$ cat config.mk
export PLATFORM = sky130hd
export DESIGN_NAME = whac_top
export DESIGN_NICKNAME = d
export VERILOG_FILES = /design/src/design/whac_pkg.sv /design/src/design/press_sync.sv /design/src/design/mole_lfsr.sv /design/src/design/game_timer.sv /design/src/design/mole_ctrl.sv /design/src/design/board_display.sv /design/src/design/whac_top.sv
export SDC_FILE = /design/constraint.sdc
export NUM_CORES = 1
export LEC_CHECK = 0
export BUFFER_PORTS_ARGS = -buffer_cell sky130_fd_sc_hd__buf_4
export CAP_MARGIN = 20
export CELL_PAD_IN_SITES_DETAIL_PLACEMENT = 1
export CELL_PAD_IN_SITES_GLOBAL_PLACEMENT = 1
export CORE_ASPECT_RATIO = 0.5
export CORE_UTILIZATION = 41
export DETAILED_ROUTE_END_ITERATION = 8
export PLACE_DENSITY = 0.79
export SLEW_MARGIN = 10
export SYNTH_ARGS = -nofsm -noshare
export SYNTH_HDL_FRONTEND = slang
export SYNTH_HIERARCHICAL = 1
export SYNTH_SLANG_ARGS = --single-unit
$ cat constraint.sdc
create_clock -name clk_1us -period 1.8 [get_ports clk_1us]
set_input_delay 0 -clock clk_1us [delete_from_list [all_inputs] [get_ports clk_1us]]
set_output_delay 0 -clock clk_1us [all_outputs]
set_load 0.02 [all_outputs]
$ cat src/design/whac_pkg.sv
package whac_pkg;

	// Hole number on the 4x4 board, 0 to 15
	typedef logic [3:0] hole_t;

	// Mole position; bit 4 set means no mole on the board
	typedef logic [4:0] mole_t;

	// One BCD digit
	typedef logic [3:0] bcd_t;

	// Cycle counter, wide enough for one second at 1 MHz
	typedef logic [19:0] tick_t;

	// Segments a to g, a in bit 6 and g in bit 0, active high
	typedef logic [6:0] seg_t;

	// Three phases of one mole cycle
	typedef enum logic [1:0] {
		MOLE_SHOW,
		MOLE_LINGER,
		MOLE_HIDDEN
	} mole_state_t;

	// The only legal hidden value
	localparam mole_t MOLE_NONE = 5'b1_0000;

	// Cycles per mole phase, minus one
	localparam int DEF_STEP_TICKS = 500000;

	// 1 MHz clock
	localparam int DEF_TICKS_PER_SEC = 1000000;

	// Game length in seconds, two BCD digits
	localparam int DEF_GAME_SECONDS = 30;

endpackage

$ cat src/design/press_sync.sv
`timescale 1ns/100ps

module press_sync (
	input  logic clk_1us,
	input  logic reset,
	input  logic button,
	output logic press_valid
);

	logic sync_meta;
	logic sync_level;
	logic level_prev;

	// Two flops bring the raw button into the clock domain
	always_ff @(posedge clk_1us or negedge reset) begin
		if (!reset) begin
			sync_meta  <= 1'b0;
			sync_level <= 1'b0;
		end else begin
			sync_meta  <= button;
			sync_level <= sync_meta;
		end
	end

	// Rising edge of the synchronized level, registered
	always_ff @(posedge clk_1us or negedge reset) begin
		if (!reset) begin
			level_prev  <= 1'b0;
			press_valid <= 1'b0;
		end else begin
			level_prev  <= sync_level;
			press_valid <= sync_level & ~level_prev;
		end
	end

	// A held button must give a single strobe
	a_single_pulse: assert property (
		@(posedge clk_1us) disable iff (!reset)
		press_valid |=> !press_valid
	) else $error("press_valid high on two cycles in a row");

endmodule

$ cat src/design/mole_lfsr.sv
`timescale 1ns/100ps

module mole_lfsr (
	input  logic           clk_1us,
	input  logic           reset,
	output whac_pkg::hole_t random
);

	// Any nonzero start value works
	localparam logic [15:0] SEED = 16'hace1;

	logic [15:0] lfsr;
	logic        feedback;

	// Taps 16, 15, 13, 4 give the full 65535-state sequence
	assign feedback = lfsr[15] ^ lfsr[14] ^ lfsr[12] ^ lfsr[3];

	always_ff @(posedge clk_1us or negedge reset) begin
		if (!reset) begin
			lfsr <= SEED;
		end else begin
			lfsr <= {lfsr[14:0], feedback};
		end
	end

	// Spread-out bits, so neighbouring holes are not favoured
	assign random = {lfsr[13], lfsr[9], lfsr[5], lfsr[1]};

endmodule

$ cat src/design/game_timer.sv
`timescale 1ns/100ps

module game_timer #(
	parameter int TICKS_PER_SEC = whac_pkg::DEF_TICKS_PER_SEC,
	parameter int GAME_SECONDS  = whac_pkg::DEF_GAME_SECONDS
) (
	input  logic          clk_1us,
	input  logic          reset,
	output whac_pkg::bcd_t time_tens,
	output whac_pkg::bcd_t time_ones,
	output logic          timesup
);

	import whac_pkg::*;

	localparam bcd_t  START_TENS = bcd_t'(GAME_SECONDS / 10);
	localparam bcd_t  START_ONES = bcd_t'(GAME_SECONDS % 10);
	localparam tick_t LAST_TICK  = tick_t'(TICKS_PER_SEC - 1);

	tick_t tick_count;
	logic  sec_tick;
	logic  at_zero;

	assign sec_tick = (tick_count == LAST_TICK);
	assign at_zero  = (time_tens == 4'd0) && (time_ones == 4'd0);

	// One-second divider
	always_ff @(posedge clk_1us or negedge reset) begin
		if (!reset) begin
			tick_count <= '0;
		end else if (sec_tick) begin
			tick_count <= '0;
		end else begin
			tick_count <= tick_count + 1'b1;
		end
	end

	// BCD countdown, holds at 00
	always_ff @(posedge clk_1us or negedge reset) begin
		if (!reset) begin
			time_tens <= START_TENS;
			time_ones <= START_ONES;
		end else if (sec_tick && !at_zero) begin
			if (time_ones == 4'd0) begin
				time_ones <= 4'd9;
				time_tens <= time_tens - 1'b1;
			end else begin
				time_ones <= time_ones - 1'b1;
			end
		end
	end

	// Sticky until reset
	always_ff @(posedge clk_1us or negedge reset) begin
		if (!reset) begin
			timesup <= 1'b0;
		end else if (at_zero) begin
			timesup <= 1'b1;
		end
	end

	a_timesup_sticky: assert property (
		@(posedge clk_1us) disable iff (!reset)
		timesup |=> timesup
	) else $error("timesup fell during a game");

	a_digits_bcd: assert property (
		@(posedge clk_1us) disable iff (!reset)
		(time_tens <= 4'd9) && (time_ones <= 4'd9)
	) else $error("time digit out of BCD range");

endmodule

$ cat src/design/mole_ctrl.sv
`timescale 1ns/100ps

module mole_ctrl #(
	parameter int STEP_TICKS = whac_pkg::DEF_STEP_TICKS
) (
	input  logic            clk_1us,
	input  logic            reset,
	input  logic            press_valid,
	input  whac_pkg::hole_t mallet_position,
	input  whac_pkg::hole_t random,
	input  logic            timesup,
	output whac_pkg::mole_t mole_position,
	output whac_pkg::bcd_t  score_tens,
	output whac_pkg::bcd_t  score_ones
);

	import whac_pkg::*;

	localparam tick_t LAST_STEP = tick_t'(STEP_TICKS);

	mole_state_t state;
	mole_state_t next_state;
	tick_t       phase_count;
	tick_t       next_phase_count;
	logic        new_mole;
	logic        next_new_mole;
	mole_t       next_mole;
	bcd_t        next_score_tens;
	bcd_t        next_score_ones;
	logic        phase_done;
	logic        hit;

	assign phase_done = (phase_count == LAST_STEP);

	// Only a visible mole can be hit
	assign hit = press_valid && !timesup && !mole_position[4] &&
		(mallet_position == mole_position[3:0]);

	always_ff @(posedge clk_1us or negedge reset) begin
		if (!reset) begin
			state         <= MOLE_HIDDEN;
			phase_count   <= '0;
			new_mole      <= 1'b0;
			mole_position <= MOLE_NONE;
			score_tens    <= 4'd0;
			score_ones    <= 4'd0;
		end else begin
			state         <= next_state;
			phase_count   <= next_phase_count;
			new_mole      <= next_new_mole;
			mole_position <= next_mole;
			score_tens    <= next_score_tens;
			score_ones    <= next_score_ones;
		end
	end

	// Phase sequencing
	always_comb begin
		next_state       = state;
		next_phase_count = phase_count + 1'b1;
		next_new_mole    = 1'b0;
		case (state)
			MOLE_SHOW: begin
				if (hit) begin
					next_state       = MOLE_HIDDEN;
					next_phase_count = '0;
				end else if (phase_done) begin
					next_state       = MOLE_LINGER;
					next_phase_count = '0;
				end
			end
			MOLE_LINGER: begin
				if (hit || phase_done) begin
					next_state       = MOLE_HIDDEN;
					next_phase_count = '0;
				end
			end
			MOLE_HIDDEN: begin
				if (phase_done) begin
					next_state       = MOLE_SHOW;
					next_phase_count = '0;
					next_new_mole    = 1'b1;
				end
			end
			default: begin
				next_state       = MOLE_HIDDEN;
				next_phase_count = '0;
			end
		endcase
	end

	// Mole position; no new mole once time is up
	always_comb begin
		if (hit || (state == MOLE_HIDDEN)) begin
			next_mole = MOLE_NONE;
		end else if (new_mole && !timesup) begin
			next_mole = {1'b0, random};
		end else begin
			next_mole = mole_position;
		end
	end

	// Two-digit BCD score, wraps 99 to 00
	always_comb begin
		next_score_tens = score_tens;
		next_score_ones = score_ones;
		if (hit) begin
			if (score_ones == 4'd9) begin
				next_score_ones = 4'd0;
				next_score_tens = (score_tens == 4'd9) ? 4'd0 : score_tens + 1'b1;
			end else begin
				next_score_ones = score_ones + 1'b1;
			end
		end
	end

	a_hidden_exact: assert property (
		@(posedge clk_1us) disable iff (!reset)
		mole_position[4] |-> (mole_position == MOLE_NONE)
	) else $error("hidden mole position is not 16");

	// Score moves only on the cycle after a qualifying press
	a_score_needs_hit: assert property (
		@(posedge clk_1us) disable iff (!reset)
		!$stable({score_tens, score_ones}) |-> $past(hit)
	) else $error("score changed without a hit");

endmodule

$ cat src/design/board_display.sv
`timescale 1ns/100ps

module board_display (
	input  whac_pkg::bcd_t  score_tens,
	input  whac_pkg::bcd_t  score_ones,
	input  whac_pkg::bcd_t  time_tens,
	input  whac_pkg::bcd_t  time_ones,
	input  whac_pkg::mole_t mole_position,
	output whac_pkg::seg_t  seg_score_tens,
	output whac_pkg::seg_t  seg_score_ones,
	output whac_pkg::seg_t  seg_time_tens,
	output whac_pkg::seg_t  seg_time_ones,
	output logic [15:0]     hole_leds
);

	import whac_pkg::*;

	// Pattern order is a b c d e f g
	function automatic seg_t bcd_to_seg(input bcd_t digit);
		seg_t pattern;
		case (digit)
			4'd0:    pattern = 7'b111_1110;
			4'd1:    pattern = 7'b011_0000;
			4'd2:    pattern = 7'b110_1101;
			4'd3:    pattern = 7'b111_1001;
			4'd4:    pattern = 7'b011_0011;
			4'd5:    pattern = 7'b101_1011;
			4'd6:    pattern = 7'b101_1111;
			4'd7:    pattern = 7'b111_0000;
			4'd8:    pattern = 7'b111_1111;
			4'd9:    pattern = 7'b111_1011;
			// Non-BCD input shows a dash
			default: pattern = 7'b000_0001;
		endcase
		return pattern;
	endfunction

	assign seg_score_tens = bcd_to_seg(score_tens);
	assign seg_score_ones = bcd_to_seg(score_ones);
	assign seg_time_tens  = bcd_to_seg(time_tens);
	assign seg_time_ones  = bcd_to_seg(time_ones);

	// One LED per hole, dark board when hidden
	assign hole_leds = mole_position[4] ? 16'd0 : (16'd1 << mole_position[3:0]);

endmodule

$ cat src/design/whac_top.sv
`timescale 1ns/100ps

module whac_top #(
	parameter int STEP_TICKS    = whac_pkg::DEF_STEP_TICKS,
	parameter int TICKS_PER_SEC = whac_pkg::DEF_TICKS_PER_SEC,
	parameter int GAME_SECONDS  = whac_pkg::DEF_GAME_SECONDS
) (
	input  logic            clk_1us,
	input  logic            reset,
	input  logic            button,
	input  whac_pkg::hole_t mallet_position,
	output whac_pkg::mole_t mole_position,
	output logic            timesup,
	output whac_pkg::seg_t  seg_score_tens,
	output whac_pkg::seg_t  seg_score_ones,
	output whac_pkg::seg_t  seg_time_tens,
	output whac_pkg::seg_t  seg_time_ones,
	output logic [15:0]     hole_leds
);

	import whac_pkg::*;

	logic  press_valid;
	hole_t random;
	bcd_t  time_tens;
	bcd_t  time_ones;
	bcd_t  score_tens;
	bcd_t  score_ones;

	press_sync u_press_sync (
		.clk_1us     (clk_1us),
		.reset       (reset),
		.button      (button),
		.press_valid (press_valid)
	);

	mole_lfsr u_mole_lfsr (
		.clk_1us (clk_1us),
		.reset   (reset),
		.random  (random)
	);

	game_timer #(
		.TICKS_PER_SEC (TICKS_PER_SEC),
		.GAME_SECONDS  (GAME_SECONDS)
	) u_game_timer (
		.clk_1us   (clk_1us),
		.reset     (reset),
		.time_tens (time_tens),
		.time_ones (time_ones),
		.timesup   (timesup)
	);

	mole_ctrl #(
		.STEP_TICKS (STEP_TICKS)
	) u_mole_ctrl (
		.clk_1us         (clk_1us),
		.reset           (reset),
		.press_valid     (press_valid),
		.mallet_position (mallet_position),
		.random          (random),
		.timesup         (timesup),
		.mole_position   (mole_position),
		.score_tens      (score_tens),
		.score_ones      (score_ones)
	);

	board_display u_board_display (
		.score_tens     (score_tens),
		.score_ones     (score_ones),
		.time_tens      (time_tens),
		.time_ones      (time_ones),
		.mole_position  (mole_position),
		.seg_score_tens (seg_score_tens),
		.seg_score_ones (seg_score_ones),
		.seg_time_tens  (seg_time_tens),
		.seg_time_ones  (seg_time_ones),
		.hole_leds      (hole_leds)
	);

endmodule

==> run metrics <==
die area 12100 µm²; GRT Overall Usage 22.4%; Area Growth Syn to Fin 31.1%; crit start category register; Syn Area/Cell 10.2 µm²; Avg WL per Cell 18.2 µm; synthesized cell area 4760 µm²; number of synthesized register bits 85; Ports 57; CP Capture Type register; largest net degree at the start of global routing 39; Clock Latency Late Sink 350 ps; GRT overflow 0; Syn Inst Count 466; min setup slack post-route -267 ps; Crit Path Class register to register; DRT Pass-1 Iters 4; core area 11100 µm²; Final Cycle Share 115%; Iteration-0 DRC Markers 159; maximum vdd ir drop 413 µV; vias 3802; clk root buf clkbuf_16; RSZ-0062 raised after global routing yes; Synth warnings 6; share of synthesized flip-flops with an asynchronous set or reset 100%; routability cong. 0.793; Inserted Diodes 0; dpl hpwl 8390 µm; Main synth FF type dfrtp_1; post-layout util 55.9%; power per cell area 646 nW/µm²; clock slew at reported path FFs 60 ps; Fin. Hold Viols 0; Crit path required time 2030 ps; Max Slew Vio Count 0; Worst EP arrival 2300 ps; Initial Util 42.7%; share of cells above drive strength 1 33.6%; Port Buf Inserts 56; commonest non-fill, non-tap cell in the layout buf_4; status finished with violations; drt total wl 13200 µm; vias per inst 5.24; Setup-failing EPs final 22; Slew HR 58.5%; minimum clock period 2070 ps; die span in y 78.2 µm; vias in the first global route 4010; register area share after synthesis 45.0%; Yosys cell types 64; Clock Sinks 85; Syn Nets 502; first-pass GRT wire length 21100 µm; clk_skew 5.79 ps; row cnt 27; Num CTS Buffers 9; failing checks setup timing; critical path peak fanout 6; Final ANT Viol Nets 0; Leak 2.83 nW; clock buffer depth 2; initial antenna violation count 0; most frequent cells in the layout 102 x buf_4, 72 x dfrtp_1, 48 x nor2_1, 26 x inv_1, 26 x xor2_1; die span in x 154 µm; CTS tree built; Post-synth EDFFs 0; Net count, final 611; max cap viols 0; Max Clock Freq 484 MHz; residual DRC count 0; Pwr Total 4.03 mW; H-Tree Depth 3; Worst Hold Class input pin to asynchronous set/reset pin; Worst Tran Pin Value 621 ps
[repair_timing]
action,CTS,global route
hold buffers,2,0
setup buffers,1,4
endpoints found under the setup margin,24,37
endpoints found under the hold margin,37,0
pin swaps,1,1
cloned,0,1
resized for setup,17,31
[stage by stage]
| stage | TNS, ps | worst slack, ps | cell area (µm²) | std cells | hold slack (ps) |
|---|---|---|---|---|---|
| floorplan | -1910 | -93.5 | 4770 | 466 | -296 |
| finish | -5330 | -267 | 6240 | 725 | 190 |
| detailed placement | -6340 | -315 | 5670 | 701 | 3.77 |
| global placement | -4520 | -219 | 5670 | 701 | -2.73 |
| CTS | -3640 | -181 | 6090 | 720 | 182 |
| global route | -6360 | -332 | 6240 | 725 | 228 |
[power by group]
group	switching (mW)	internal [mW]	leakage, nW	total, mW
clock	0.748	1.29	0.156	2.04
sequential	0.00219	1.92	1.09	1.92
combinational	0.0475	0.0229	1.58	0.0704
total	0.797	3.23	2.83	4.03
[metal layers]
layer	GRT usage (%)	part of all wire, %
met2	40.7	52
met4	6.93	1.3
met5	0	0
met3	4.20	2.3
met1	27.3	45
[registers in the layout (all words and copies together), names as in the netlist]
register	flops
u_mole_ctrl/score_tens	4
u_press_sync/sync_meta	1
u_mole_lfsr/lfsr	16
u_mole_ctrl/state	2
u_mole_ctrl/new_mole	1
u_press_sync/press_valid	1
u_press_sync/level_prev	1
u_game_timer/time_tens	4
u_press_sync/sync_level	1
u_game_timer/time_ones	4
u_mole_ctrl/phase_count	20
u_mole_ctrl/mole_position	5
u_game_timer/tick_count	20
u_game_timer/timesup	1
u_mole_ctrl/score_ones	4
[synthesized netlist by cell type (3+ instances only)]
master	n	share of area (%)
nand2_1	27	2.1
nor4_4	3	1.3
nand3_1	18	1.9
o21ai_1	3	0.32
nor3_2	4	0.84
buf_4	6	0.95
dfstp_2	12	6.6
ha_1	29	7.6
dfrtp_1	73	38
nor3b_1	4	0.63
and2_1	3	0.39
inv_1	31	2.4
xnor2_1	23	4.2
and3_1	4	0.53
a21oi_1	7	0.74
nand2b_1	7	0.92
nor2_1	62	4.9
nor3_1	7	0.74
nand4_1	12	1.6
and4_1	3	0.55
o22ai_1	10	1.3
xor2_1	26	4.8
nor2b_1	9	1.2
buf_2	4	0.42
o21ai_0	19	2.0
a21o_1	4	0.63
mux2i_1	9	1.9
[critical path, stage by stage (launching register included)]
cell	delay, ps
dfrtp_1	400
or4_4	550
or4_4	590
o211ai_4	160
clkbuf_16	210
nor2_1	40
[final cells by class]
type / instances / area [µm²]
Fill cell: 1239 / 4910
Clock inverter: 3 / 67.6
Timing Repair Buffer: 110 / 893
Multi-Input combinational cell: 337 / 2570
Sequential cell: 85 / 2140
Tap cell: 145 / 181
Inverter: 32 / 120
Clock buffer: 13 / 260
[cells by family after synthesis]
family	count (synthesis)	synth area share [%]
and+or+nand+nor	191	23.9
adders and majority gates	29	7.63
AOI/OAI and AO/OA	57	7.84
DFF	85	45.0
muxes	11	2.37
buffers and inverters	44	4.21
xor gates and xnor gates	49	9.02
[final timing paths]
check,slack (ps),cells after the start,endpoint,startpoint
setup / recovery,-270,5,u_mole_ctrl/phase_count[18],u_mole_ctrl/phase_count[11]
hold / removal,190,2,u_mole_ctrl/phase_count[8],reset
setup reg to reg,-270,5,u_mole_ctrl/phase_count[18],u_mole_ctrl/phase_count[11]
hold reg to reg,350,0,u_mole_lfsr/lfsr[9],u_mole_lfsr/lfsr[8]
max in group asynchronous,980,3,u_game_timer/time_tens[0],reset
min in group clk_1us,300,2,u_press_sync/sync_meta,button
Note: power is estimated with default switching activity, not from simulation.
